## src/include/ooo_consts.svh

```systemverilog
`ifndef OOO_CONSTS_SVH
`define OOO_CONSTS_SVH

// Word widths
`define OOO_INST_LEN       16
`define OOO_REG_LEN        16

// Architectural register file
`define OOO_RF_SIZE        8
`define OOO_RF_SIZE_LOG    3

// Reorder buffer depth
`define OOO_ROB_SIZE       8
`define OOO_ROB_SIZE_LOG   3

// Instruction memory, the log size is also the PC width
`define OOO_IMEM_SIZE      32
`define OOO_IMEM_SIZE_LOG  5

// Data memory
`define OOO_DMEM_SIZE      16
`define OOO_DMEM_SIZE_LOG  4

`endif

```

## src/rtl/ooo_isa_pkg.sv

```systemverilog
`include "ooo_consts.svh"

package ooo_isa_pkg;

  typedef enum logic [2:0] {
    OP_NOP  = 3'd0, // No effect
    OP_ADDI = 3'd1, // rd = rs1 + imm
    OP_ADD  = 3'd2, // rd = rs1 + rs2
    OP_SUB  = 3'd3, // rd = rs1 - rs2
    OP_LD   = 3'd4, // rd = dmem[rs1 + imm]
    OP_BEQ  = 3'd5  // pc += offset when rs1 == rs2
  } opcode_e;

  typedef logic [`OOO_RF_SIZE_LOG-1:0]   reg_idx_t;
  typedef logic [`OOO_IMEM_SIZE_LOG-1:0] pc_t;
  typedef logic [`OOO_REG_LEN-1:0]       data_t;

  // Instruction word, top bit first
  typedef struct packed {
    opcode_e    op;  // Bits 15..13
    reg_idx_t   rd;  // Bits 12..10
    reg_idx_t   rs1; // Bits 9..7
    reg_idx_t   rs2; // Bits 6..4
    logic [3:0] imm; // Immediate or branch offset
  } inst_t;

endpackage

```

## src/rtl/ooo_commit.sv

```systemverilog
`include "ooo_consts.svh"

module ooo_commit
  import ooo_isa_pkg::*;
(
  input  logic     clk,
  input  logic     rst,
  input  logic     head_valid,
  input  logic     head_wen,
  input  reg_idx_t head_rd,
  input  data_t    head_data,
  input  logic     head_is_br,
  input  logic     head_taken,
  input  pc_t      head_next_pc,
  input  reg_idx_t rs1_idx,
  input  reg_idx_t rs2_idx,
  output logic     squash,
  output pc_t      squash_pc,
  output logic     wb_wen,
  output reg_idx_t wb_rd,
  output data_t    rf_rs1_data,
  output data_t    rf_rs2_data
);

  data_t rf [`OOO_RF_SIZE];

  assign wb_wen    = head_valid && head_wen;
  assign wb_rd     = head_rd;
  assign squash    = head_valid && head_is_br && head_taken; // Fetch predicted not-taken
  assign squash_pc = head_next_pc;

  always_ff @(posedge clk) begin
    if (rst) begin
      for (int i = 0; i < `OOO_RF_SIZE; i++) rf[i] <= '0;
    end else if (wb_wen) begin
      rf[wb_rd] <= head_data;
    end
  end

  assign rf_rs1_data = rf[rs1_idx];
  assign rf_rs2_data = rf[rs2_idx];

endmodule

```

## config.mk

```make
export PLATFORM = sky130hd
export DESIGN_NAME = ooo_commit
export DESIGN_NICKNAME = d
export VERILOG_FILES = /design/src/rtl/ooo_isa_pkg.sv /design/src/rtl/ooo_commit.sv
export VERILOG_INCLUDE_DIRS = /design/src /design/src/include
export SDC_FILE = /design/constraint.sdc
export NUM_CORES = 1
export LEC_CHECK = 0
export BUFFER_PORTS_ARGS = -buffer_cell sky130_fd_sc_hd__buf_2
export CAP_MARGIN = 0
export CORE_MARGIN = 2
export CORE_UTILIZATION = 40
export DETAILED_ROUTE_END_ITERATION = 16
export GPL_TIMING_DRIVEN = 0
export PLACE_DENSITY_LB_ADDON = 0.05
export SYNTH_ARGS = -nofsm -noshare
export SYNTH_HDL_FRONTEND = slang
export SYNTH_SLANG_ARGS = --single-unit
```

## constraint.sdc

```tcl
create_clock -name clk -period 2.55 [get_ports clk]
set_clock_uncertainty 0.2 [all_clocks]
set_input_delay 0.1275 -clock clk [delete_from_list [all_inputs] [get_ports clk]]
set_output_delay 0.1275 -clock clk [all_outputs]
set_load 0.05 [all_outputs]
```

=== Word level (Yosys, flattened, before mapping) ===
Memories as Yosys holds them, arrays and structs flattened.
Index checks and enable logic that the tools add are counted.

* Muxes and demuxes: 8
* Reduce and logical (&&, ||, !) cells: 4

{| class="wikitable"
|+ Operators with widths
! operator !! count
|-
| 2-to-1 mux 16 bit || 1
|-
| OR reduction 16 bit || 1
|-
| 2-to-1 mux 1 bit || 6
|-
| logical AND 1 bit || 3
|-
| 2-to-1 mux 3 bit || 1
|}

* Memory bits (writable): 128
* Output and inout bits: 42
* Memories: 1
* Logic and storage cells: 13
* Input port bits: 36
* Register bits: 0

{| class="wikitable"
|+ Memory list
! memory !! depth !! width !! read ports !! clocked after Yosys merged registers in !! wr ports !! line !! text
|-
| rf || 8 || 16 || 2 || 0 || 8 || ooo_commit.sv:25 || <nowiki>data_t rf [`OOO_RF_SIZE];</nowiki>
|}

=== Depth between registers and ports, before layout ===
* Depth in word-level cells: 6
* Depth in mapped cells: 5
* Mapped depth without buffers: 2

=== Worst setup path after synthesis ===
OpenSTA, ideal clock, no wires.

* Kind: in2reg
* From: input head_rd[2]
* To: memory rf[0][0] (netlist bit) (enable)
* Slack: 0.386 ns
* Cell stages on the path: 4
* Arrival time: 1.571 ns
* Required time: 1.958 ns
* Buffers on the path: 2
* Library setup time: 0.392 ns
* Cell sequence: or2_2 -> clkbuf_1 -> clkbuf_1 -> o21bai_1

{| class="wikitable"
|+ RTL lines
! what !! line !! text
|-
| from (decl) || ooo_commit.sv:10 || <nowiki>input reg_idx_t head_rd,</nowiki>
|-
| to (decl) || ooo_commit.sv:25 ||
|}

=== Final worst setup path ===
* From: input rs2_idx[2]
* To: output rf_rs2_data[10]

* Cells in the longest elaborated chain, start to end: 1

{| class="wikitable"
|+ RTL lines
! what !! line !! text
|-
| from (decl) || ooo_commit.sv:16 || <nowiki>input reg_idx_t rs2_idx,</nowiki>
|-
| memory read (8 x 16 bit) || - ||
|-
| to (decl) || ooo_commit.sv:22 || <nowiki>output data_t rf_rs2_data</nowiki>
|}

Every way passes these cells.

==> flow_summary.ini <==
[timing]
fin_crit_ns = 2.273
setup_viol = 0
final.setup.worst_slack_ns = 0.2765
slew_violations = 0
slew_headroom = 0.3404
final.period_utilization = 0.8916
worstMarginPinSlew_ns = 0.9895
fmax_mhz = 439.9
rsz0062_at_grt = no
hold_viol_final = 0
hold_slack_ns = 0.01170

[placed_design]
place_area_um2 = 7765
hpwl_um = 14170
placed_cells = 741
port_buffers = 68
gp_congestion = 0.7946
pre_cts_ws_ns = 0.08921

[cts]
cts_made_buffers = 17
cts_resized = 0
clock-root-buffer = clkbuf_16
cts_setup_buffers = 0
cts_tree = done
htreeDepth = 4
clk_pin_slew_ns = 0.06
cts_sinks = 128
cts_hold_buf = 11
clk_path_buf_depth = 2

[worst_setup_path]
cpMostUsedCell = buf_2
path_cells = buf_2 -> buf_1 -> mux4_1 -> mux2_2 -> buf_2
cp_max_fo = 10
critPathLaunchType = input port
critPathKind = in2out
crit_arrival_ns = 1.95
end_kind = output port
critPathMaxStageDelay_ns = 0.75
required_ns = 2.22
cpMaxStageDelayCell = buf_1

[logic_synthesis]
synth_nets = 476
yosys_warnings = 0
ys_top_cells_by_area = edfxtp_1 55%, mux4_1 21%, nor3_1 9.2%
ys.flop_type = edfxtp_1
synth_common_cells = 128 x edfxtp_1, 128 x nor3_1, 56 x mux4_1, 32 x mux2_2, 23 x clkbuf_1
yosysTopAreaCell = edfxtp_1
avgSynthCellArea_um2 = 15.86
yosysSeqAreaShare = 0.5506
syn-cell-area_um2 = 6980
synth-seq-cells = 128
synth-edff-count = 128
yosysTopAreaCellShare = 0.5506
synth_cell_types = 20
synth_cells = 440
async_reset_ff_frac = 0

[power]
ir_worst_vdd_uv = 489.0
power_density_nw_per_um2 = 708.3
p_leak_nw = 2.919
p_total_mw = 5.991

[finish]
fill_cells = 1534
drive_gt1_frac = 0.3029
areaGrowthSynthToFinish_pct = 21.17
regArea_um2 = 3844
final_cell_count_no_fill = 783
largest-register = rf
multi_input_area_um2 = 2798
largest_register_ffs = 128
layout.nets = 582
reg_top3 = rf x128
antenna_cells = 0
design_area_um2 = 8458

[detailed_routing]
m1WireLength_um = 8956
postRouteAntennaNets = 0
drt-initial-drc-count = 463
drc = 0
wl_met2_um = 10940
routed-wl-met3_um = 1424
routed_via_density = 6.032
top_layer_used = met4
dr.pass1.iters = 5
wl_per_cell_um = 27.70
wirelength_um = 21690
vias = 4723

[run]
drv_cap = 0

[global_route]
grt_first_pass_wirelength_um = 31290
grt_usage = 0.2463
grt_pass1_vias = 4771
overflow = 0
grt_max_degree = 17
antenna_found_initial = 0

[floorplan]
io_pins = 78
initial_core_util = 0.4064
die_h_um = 136.1
std_cell_rows = 48
dieArea_um2 = 18520
die_x_um = 136.1
core_um2 = 17180

[status]
status = completed

[worst_hold_path]
hold_depth = 3
min-delay-path-class = in2reg
layout by cell type (no fill, tap or decap), drive strengths merged:
cell and n:
or2 1, nand4b 1, mux2 32, nand4bb 1, dlygate4sd3 11, bufinv 4
nor3 128, and2 1, and3 1, edfxtp 128, clkinv 22, nand2 1
o21bai 8, clkbuf 46, nand2b 2, mux4 64, buf 107
through the flow:
stage,setup TNS (ns),utilization
finish,0,0.4924
global route,0,0.4924
CTS,0,0.4924
detailed placement,0,0.4521
global placement,-102.41,0.4426
floorplan,0,-
routing by layer:
layer  vias up  GRT usage
li1       2041          -
met1      2445     0.3329
met2       206     0.4062
met3        31    0.04847
met4         0    0.07060
met5         -          0
report_power, final:
group	internal [mW]	total [mW]	switching, mW
registers	2.44	2.49	0.0502
logic	0.360	1.01	0.652
clock network	1.61	2.49	0.884
total	4.41	5.99	1.59
path summary, 6_finish.rpt:
kind                          from  slack, ns                     end
worst min-delay path  head_data[7]       0.01  rf[6][7]$_SDFFCE_PN0P_
worst max-delay path    rs2_idx[2]       0.28         rf_rs2_data[10]
worst max-delay path: cells and delay by family:
family	cells	cell delay (ns)
muxes	2	0.70
buffers and inverters	3	1.11
area by class of cell:
type | instances | share of cell area
buffer | 56 | 0.03654
clock buffer | 21 | 0.05207
clock inverter | 10 | 0.01686
inverter | 16 | 0.007101
multi-input combinational | 240 | 0.3308
sequential | 128 | 0.4544
tap | 225 | 0.03328
timing repair buffer | 87 | 0.06893
cells by family after synthesis:
family / after synthesis / share of synthesized area
AOI/OAI and AO/OA: 8 / 0.008604
buffers and inverters: 72 / 0.05288
DFF: 128 / 0.5506
muxes: 96 / 0.2882
and+or+nand+nor: 136 / 0.09966
Note: power is estimated with default switching activity, not from simulation.
