$ cat config.mk
export PLATFORM = sky130hd
export DESIGN_NAME = ooo_frontend
export DESIGN_NICKNAME = d
export VERILOG_FILES = /design/src/rtl/ooo_isa_pkg.sv /design/src/rtl/ooo_rob_pkg.sv /design/src/rtl/ooo_frontend.sv
export VERILOG_INCLUDE_DIRS = /design/src /design/src/include
export SDC_FILE = /design/constraint.sdc
export NUM_CORES = 1
export LEC_CHECK = 0
export BUFFER_PORTS_ARGS = -buffer_cell sky130_fd_sc_hd__buf_2
export CORE_MARGIN = 1.5
export CORE_UTILIZATION = 37
export CTS_BUF_LIST = sky130_fd_sc_hd__clkbuf_4 sky130_fd_sc_hd__clkbuf_8 sky130_fd_sc_hd__clkbuf_16
export CTS_CLUSTER_DIAMETER = 100
export CTS_CLUSTER_SIZE = 16
export DETAILED_ROUTE_END_ITERATION = 8
export PLACE_DENSITY_LB_ADDON = 0.2
export SLEW_MARGIN = 30
export SYNTH_ARGS = -nofsm -noshare
export SYNTH_HDL_FRONTEND = slang
export SYNTH_SLANG_ARGS = --single-unit
$ cat constraint.sdc
create_clock -name clk -period 7.2 [get_ports clk]
set_clock_uncertainty 0.05 [all_clocks]
set_input_delay 0 -clock clk [delete_from_list [all_inputs] [get_ports clk]]
set_output_delay 0 -clock clk [all_outputs]
set_load 0.02 [all_outputs]
$ cat src/include/ooo_consts.svh
`ifndef OOO_CONSTS_SVH
`define OOO_CONSTS_SVH

// Word widths
`define OOO_INST_LEN       16
`define OOO_REG_LEN        16

// Architectural register file
`define OOO_RF_SIZE        8
`define OOO_RF_SIZE_LOG    3

// Reorder buffer depth
`define OOO_ROB_SIZE       8
`define OOO_ROB_SIZE_LOG   3

// Instruction memory, the log size is also the PC width
`define OOO_IMEM_SIZE      32
`define OOO_IMEM_SIZE_LOG  5

// Data memory
`define OOO_DMEM_SIZE      16
`define OOO_DMEM_SIZE_LOG  4

`endif

$ cat src/rtl/ooo_isa_pkg.sv
`include "ooo_consts.svh"

package ooo_isa_pkg;

  typedef enum logic [2:0] {
    OP_NOP  = 3'd0, // No effect
    OP_ADDI = 3'd1, // rd = rs1 + imm
    OP_ADD  = 3'd2, // rd = rs1 + rs2
    OP_SUB  = 3'd3, // rd = rs1 - rs2
    OP_LD   = 3'd4, // rd = dmem[rs1 + imm]
    OP_BEQ  = 3'd5  // pc += offset when rs1 == rs2
  } opcode_e;

  typedef logic [`OOO_RF_SIZE_LOG-1:0]   reg_idx_t;
  typedef logic [`OOO_IMEM_SIZE_LOG-1:0] pc_t;
  typedef logic [`OOO_REG_LEN-1:0]       data_t;

  // Instruction word, top bit first
  typedef struct packed {
    opcode_e    op;  // Bits 15..13
    reg_idx_t   rd;  // Bits 12..10
    reg_idx_t   rs1; // Bits 9..7
    reg_idx_t   rs2; // Bits 6..4
    logic [3:0] imm; // Immediate or branch offset
  } inst_t;

endpackage

$ cat src/rtl/ooo_rob_pkg.sv
`include "ooo_consts.svh"

package ooo_rob_pkg;

  // Life cycle of one ROB entry
  typedef enum logic [1:0] {
    ST_IDLE     = 2'd0, // Free slot
    ST_STALLED  = 2'd1, // Waiting for source operands
    ST_READY    = 2'd2, // Operands present, executes this cycle
    ST_FINISHED = 2'd3  // Result valid, may commit
  } rob_state_e;

  typedef logic [`OOO_ROB_SIZE_LOG-1:0] rob_idx_t;

endpackage

$ cat src/rtl/ooo_frontend.sv
`include "ooo_consts.svh"

module ooo_frontend
  import ooo_isa_pkg::*;
  import ooo_rob_pkg::*;
(
  input  logic                     clk,
  input  logic                     rst,
  input  logic                     imem_we,
  input  pc_t                      imem_addr,
  input  logic [`OOO_INST_LEN-1:0] imem_data,
  input  logic                     squash,
  input  pc_t                      squash_pc,
  input  logic                     rob_full,
  input  rob_idx_t                 rob_tail,
  input  rob_idx_t                 head_idx,
  input  logic                     wb_wen,
  input  reg_idx_t                 wb_rd,
  input  logic                     look1_done,
  input  data_t                    look1_data,
  input  logic                     look2_done,
  input  data_t                    look2_data,
  input  data_t                    rf_rs1_data,
  input  data_t                    rf_rs2_data,
  output reg_idx_t                 rs1_idx,
  output reg_idx_t                 rs2_idx,
  output rob_idx_t                 look1_idx,
  output rob_idx_t                 look2_idx,
  output pc_t                      disp_pc,
  output opcode_e                  disp_op,
  output data_t                    disp_imm,
  output logic                     disp_wen,
  output reg_idx_t                 disp_rd,
  output logic                     disp_rs1_stall,
  output data_t                    disp_rs1_data,
  output rob_idx_t                 disp_rs1_link,
  output logic                     disp_rs2_stall,
  output data_t                    disp_rs2_data,
  output rob_idx_t                 disp_rs2_link
);

  logic [`OOO_INST_LEN-1:0] imem [`OOO_IMEM_SIZE];
  pc_t                      pc;
  inst_t                    inst;
  logic                     rs1_used;
  logic                     rs2_used;
  logic                     wen;

  logic [`OOO_RF_SIZE-1:0]  rt_valid; // Register has an in-flight producer
  rob_idx_t                 rt_link [`OOO_RF_SIZE];
  logic                     rt_set;
  logic                     rt_clear;

  always_ff @(posedge clk) begin
    if (imem_we) imem[imem_addr] <= imem_data; // Loaded by the testbench only
  end

  // Squash wins over full, prediction is always not-taken
  always_ff @(posedge clk) begin
    if (rst) begin
      pc <= '0;
    end else if (squash) begin
      pc <= squash_pc;
    end else if (!rob_full) begin
      pc <= pc + 1'b1;
    end
  end

  assign inst = inst_t'(imem[pc]);

  always_comb begin
    rs1_used = 1'b0;
    rs2_used = 1'b0;
    wen      = 1'b0;
    case (inst.op)
      OP_ADDI, OP_LD: begin
        rs1_used = 1'b1;
        wen      = 1'b1;
      end
      OP_ADD, OP_SUB: begin
        rs1_used = 1'b1;
        rs2_used = 1'b1;
        wen      = 1'b1;
      end
      OP_BEQ: begin
        rs1_used = 1'b1;
        rs2_used = 1'b1;
      end
      default: ;
    endcase
  end

  // A newer writer of the same register keeps its entry alive
  assign rt_set   = !rob_full && wen;
  assign rt_clear = wb_wen && (rt_link[wb_rd] == head_idx) &&
                    !(rt_set && (inst.rd == wb_rd));

  always_ff @(posedge clk) begin
    if (rst || squash) begin
      rt_valid <= '0;
    end else begin
      if (rt_clear) rt_valid[wb_rd] <= 1'b0;
      if (rt_set)   rt_valid[inst.rd] <= 1'b1;
    end
  end

  always_ff @(posedge clk) begin
    if (rt_set) rt_link[inst.rd] <= rob_tail;
  end

  assign rs1_idx   = inst.rs1;
  assign rs2_idx   = inst.rs2;
  assign look1_idx = rt_link[inst.rs1];
  assign look2_idx = rt_link[inst.rs2];

  // Renamed source reads the ROB, stalls until its producer finishes
  assign disp_rs1_stall = rs1_used && rt_valid[inst.rs1] && !look1_done;
  assign disp_rs2_stall = rs2_used && rt_valid[inst.rs2] && !look2_done;
  assign disp_rs1_data  = rt_valid[inst.rs1] ? look1_data : rf_rs1_data;
  assign disp_rs2_data  = rt_valid[inst.rs2] ? look2_data : rf_rs2_data;
  assign disp_rs1_link  = look1_idx;
  assign disp_rs2_link  = look2_idx;

  assign disp_pc  = pc;
  assign disp_op  = inst.op;
  assign disp_wen = wen;
  assign disp_rd  = inst.rd;
  assign disp_imm = (inst.op == OP_BEQ) ?
                    {{(`OOO_REG_LEN-4){inst.imm[3]}}, inst.imm} : // Signed branch offset
                    {{(`OOO_REG_LEN-4){1'b0}}, inst.imm};

endmodule

== Word level (Yosys, flattened, before mapping) ==
Memories as Yosys holds them, arrays and structs flattened. A register that Yosys moved wholly into a read port is not among the register bits.
Index checks and enable logic that the tools add are counted.
Word-level totals
  latch bits: 0
  bits in read-only memories: 0
  RAM bits: 536
  word-level logic and storage cells: 65
  input bits: 107
  register bits after elaboration: 13
  memories kept: 2
  output and inout port bits: 80
Memories
  imem: words 32, bits a word 16, rd ports 1, clocked after memory_dff 1, write ports 1, RTL line ooo_frontend.sv:42  | logic [`OOO_INST_LEN-1:0] imem [`OOO_IMEM_SIZE];
  rt_link: words 8, bits a word 3, rd ports 3, clocked after memory_dff 0, write ports 1, RTL line ooo_frontend.sv:50  | rob_idx_t rt_link [`OOO_RF_SIZE];
Cells by class
  $add $sub $neg: 1
  bitwise logic cells: 3
  reduce and logical (&&, ||, !) cells: 18
  multipliers: 0
  eq/ne operators: 8
  magnitude comparators: 6
  divide/modulo/power cells: 0
  mux-type cells: 25
  shift-type cells: 0
Operators by type and width (count)
  $mux W16: 3
  $mux W8: 3
  $mux W5: 4
  $lt A3 B4 Y1 const B: 4
  $mux W1: 11
  $logic_and A1 B1 Y1: 10
  $and A8 B8 Y8: 1
  $not A8 Y8: 1
  $or A8 B8 Y8: 1
  $bmux W1 S3: 2
  $demux W1 S3: 2
  $eq A3 B2 Y1 const B: 2
  $eq A3 B3 Y1: 2
  $eq A3 B3 Y1 const B: 2
  $ge A3 B1 Y1 const B: 2
  $add A5 B1 Y5 const B: 1
  $reduce_or A5 Y1: 1
  $logic_not A1 Y1: 4
  $reduce_or A4 Y1: 1
  $eq A3 B1 Y1 const B: 1
  $reduce_or A3 Y1: 1
  $ne A2 B2 Y1 const B: 1
  $logic_or A1 B1 Y1: 1

== Logic depth before layout (Yosys ltp) ==
  depth after elaboration: 11
  depth in mapped cells: 15

== Worst setup path before layout ==
Ideal clock, no wire load.
  path type: register -> register
  from: register (tool-made name)
  to: register rt_valid[0]
  cell stages (with the launch flop): 12
  period minus slack after synthesis: 3416 ps
  slack: 3784 ps
  setup time: 61 ps
  arrival time: 3305 ps
  path through: dfxtp_1 buf_2 buf_2 mux4_2 o22ai_1 nor4_1 nor2_1 xnor2_1 or2_0 buf_2 o41ai_4 o221a_1
RTL lines
  end signal, assigned: RTL line ooo_frontend.sv:100  | rt_valid <= '0;
  end signal, assigned by index: RTL line ooo_frontend.sv:102  | if (rt_clear) rt_valid[wb_rd] <= 1'b0;
  end signal, assigned by index: RTL line ooo_frontend.sv:103  | if (rt_set) rt_valid[inst.rd] <= 1'b1;
  end, declared: RTL line ooo_frontend.sv:49  | logic [`OOO_RF_SIZE-1:0] rt_valid;

==> run_results.csv <==
group,metric,value,unit
setup_path,crit_fanout,41,
clocking,clk_latency,0.59,ns
power_and_ir_drop,net-switching-power,1.50,mW
power_and_ir_drop,switching_share,23.1,%
setup_path,cp_data_required_time,7.15,ns
routing,drtAntennaViolNets,0,
timing,rsz0062_at_grt,"no",
finish,final_common_cell,"edfxtp_1",
synthesis,synth_area_leaders,"edfxtp_1, mux4_2, mux2i_1, mux2_2, dfxtp_1",
timing,maxSlewHeadroom,34.6,%
finish,area_growth,14.8,%
synthesis,synthCells,1146,
setup_path,cp_slowest_cell,"dfxtp_4",
global_routing,grt_pass1_wl,86.0,mm
finish,final_cell_count_no_fill,2174,
die,start_util,37.4,%
placed_design,dp_hpwl,36.1,mm
setup_path,arrival,5.09,ns
setup_path,path_class,"reg2out",
clocking,post_cts_buffers,0,
timing,fin_crit,5.14,ns
finish,layout_common_cells,"edfxtp_1, buf_2, mux4_2",
clocking,cts_buffers,40,
clocking,cts.clk_slew.worst_paths,0.07,ns
clocking,cts_tree,"built",
outcome,run_status,"complete, no violations",
power_and_ir_drop,combPwrFrac,10.4,%
power_and_ir_drop,powerDensity,246,nW/µm²
finish,diodes,0,
synthesis,synth.avg_cell_area,20.0,µm²
synthesis,yosysSeqAreaShare,71.6,%
setup_path,max_stage_delay,0.85,ns
synthesis,synth_top_cell_area_share,70.1,%
synthesis,synth-edff-count,536,
synthesis,synth_flop_cell,"edfxtp_1",
die,ios,187,
finish,final_util,42.9,%
synthesis,yosysWarningCount,0,
power_and_ir_drop,p_int,4.99,mW
routing,vias,12023,
global_routing,grt_util_all_layers,18.9,%
clocking,htree_levels,2,
routing,firstDrtPassIters,7,
global_routing,grt_overflow_total,0,
die,core,61500,µm²
power_and_ir_drop,ir_worst_vdd,0.167,mV
timing,hold_viol,0,
timing,fmax,194,MHz
placed_design,placed_area,24800,µm²
clocking,clockBufferDepth,3,
synthesis,synth_top_area_cell,"edfxtp_1",
global_routing,met2_usage,31.6,%
synthesis,syn_nets,1254,
placed_design,io_buffer_count,186,
timing,final.setup.tns,0,ns
finish,nNetsFinal,1476,
setup_path,crit_family,"multiplexers",
synthesis,async_flop_share,0,%
placed_design,gp_congestion,0.833,
die,die_h,252,µm
routing,drc_errors,0,
timing,worst_pin_slew,0.978,ns
routing,drtIter0Drc,1158,
routing,drt_wl_total,59.9,mm
setup_path,crit_chain,"buf_4 > mux4_2 > mux2_2 > a22oi_2 > o2111ai_4 > mux2i_1 > mux2i_1 > mux2i_4 > mux2_2 > buf_2",
die,rows,91,
finish,seqCellArea,16500,µm²
die,die_area,63600,µm²
routing,drt-vias-per-instance,5.53,
worst_hold_path,hold_start,"imem_addr[4]",
global_routing,grt_pass1_vias,12282,
global_routing,grt_util_met3,2.33,%
routing,wire_per_inst,27.5,µm
run,maxCapViolCount,0,
placed_design,dpl.cell_count,2073,
setup_path,startpoint_type,"register",
synthesis,ys_ff_latch,554,
global_routing,grt_max_degree,63,
power_and_ir_drop,pwr-share-clk,33.9,%
clocking,cts.sinks,554,
worst_hold_path,hp-class,"in2reg",
global_routing,antenna_found_initial,1,
synthesis,synthesis.area,23000,µm²
global_routing,use_met1,26.1,%
timing,timing.final.max_slew_violations,0,
finish,fillers,5309,
finish,post-route-cell-area,26400,µm²
finish,multiInputGateArea,6120,µm²
timing,setup_viol,0,
power_and_ir_drop,p_seq_share,55.7,%
synthesis,ys_types,66,
timing,period_share,71.4,%
clocking,root_buffer,"clkbuf_16",
global_routing,top_usage_layer,"met2",
setup_path,critPathBufInv,2,
die,fp.dieW,252,µm
finish,drive_gt1_share,37.1,%
power_and_ir_drop,leakage,8.50,nW
setup_path,end_kind,"primary output",
-- timing repair --
action / in CTS / in global routing
hold buffers: 40 / 0
gates resized for setup: 0 / 0
hold endpoints to repair: 561 / 0
-- synth_stat cells (9+ instances only) --
cell      instances
a21oi_1          16
a22oi_1          12
buf_2            22
buf_4            23
clkbuf_1         11
dfxtp_1          18
edfxtp_1        536
inv_1            12
mux2_2           36
mux2_4           18
mux2i_1          49
mux4_2          128
nand2_1          17
nand2b_1          9
nand3_1          12
nand3b_1         11
nor2_1           63
nor2b_1           9
nor3_1           13
o211ai_1         10
o21ai_0          10
o22ai_1          13
-- cell type report --
type	instances	share of cell area (%)
multi-input combinational	505	23.2
clock inverter	3	0.180
timing repair buffer	253	5.98
tap	790	3.75
inverter	14	0.199
clock buffer	55	4.29
sequential	554	62.4
-- final timing paths --
check / to / slack, ns / depth (start not counted)
worst max-delay path: disp_rs1_data[2] / 2.06 / 10
worst min-delay path: imem[18][3] / 0.06 / 3
worst max register to register: rt_valid[3] / 2.40 / 11
worst min register to register: rt_valid[7] / 0.50 / 1
-- power by group through the flow --
stage	logic, mW	clock network [mW]	registers [mW]
floorplan	0.462	0	3.66
global placement	0.650	0	3.69
detailed placement	0.655	0	3.70
CTS	0.675	2.24	3.62
global route	0.724	2.35	3.62
finish	0.673	2.20	3.62
-- through the flow --
step | hold WS [ns] | power [mW] | setup slack [ns]
floorplan | 0.0312 | 4.12 | 3.78
global placement | 0.219 | 4.34 | 2.46
detailed placement | 0.215 | 4.35 | 2.42
CTS | 0.0212 | 6.54 | 1.80
global route | 0.0617 | 6.70 | 1.71
finish | 0.0599 | 6.49 | 2.06
-- worst register-to-register path, delay by kind of cell (launching register included) --
kind,cells,cell delay [ns]
simple gates,4,1.83
buf+inv,3,1.25
flops,1,0.73
compound gates,2,0.40
mux,1,0.35
xor+xnor,1,0.15
-- registers in the layout, indices dropped and copies added, names as in the netlist, named ones only --
name and cells:
imem 512, rt_link 24, rt_valid 8, disp_pc 5
-- routing by layer --
metal,vias up,part of all wire [%]
li1,5147,-
met1,6346,44
met3,74,5.3
met2,456,49
met4,0,2.2
met5,-,0
-- logic make-up after synthesis --
kind of cell	share of synthesized area (%)
DFF	71.6
buffers and inverters	2.52
AOI/OAI and AO/OA	3.38
xor gates and xnor gates	0.419
adders and majority gates	0.0544
and+or+nand+nor	3.74
muxes	18.3
(Power assumes the default switching activity.)
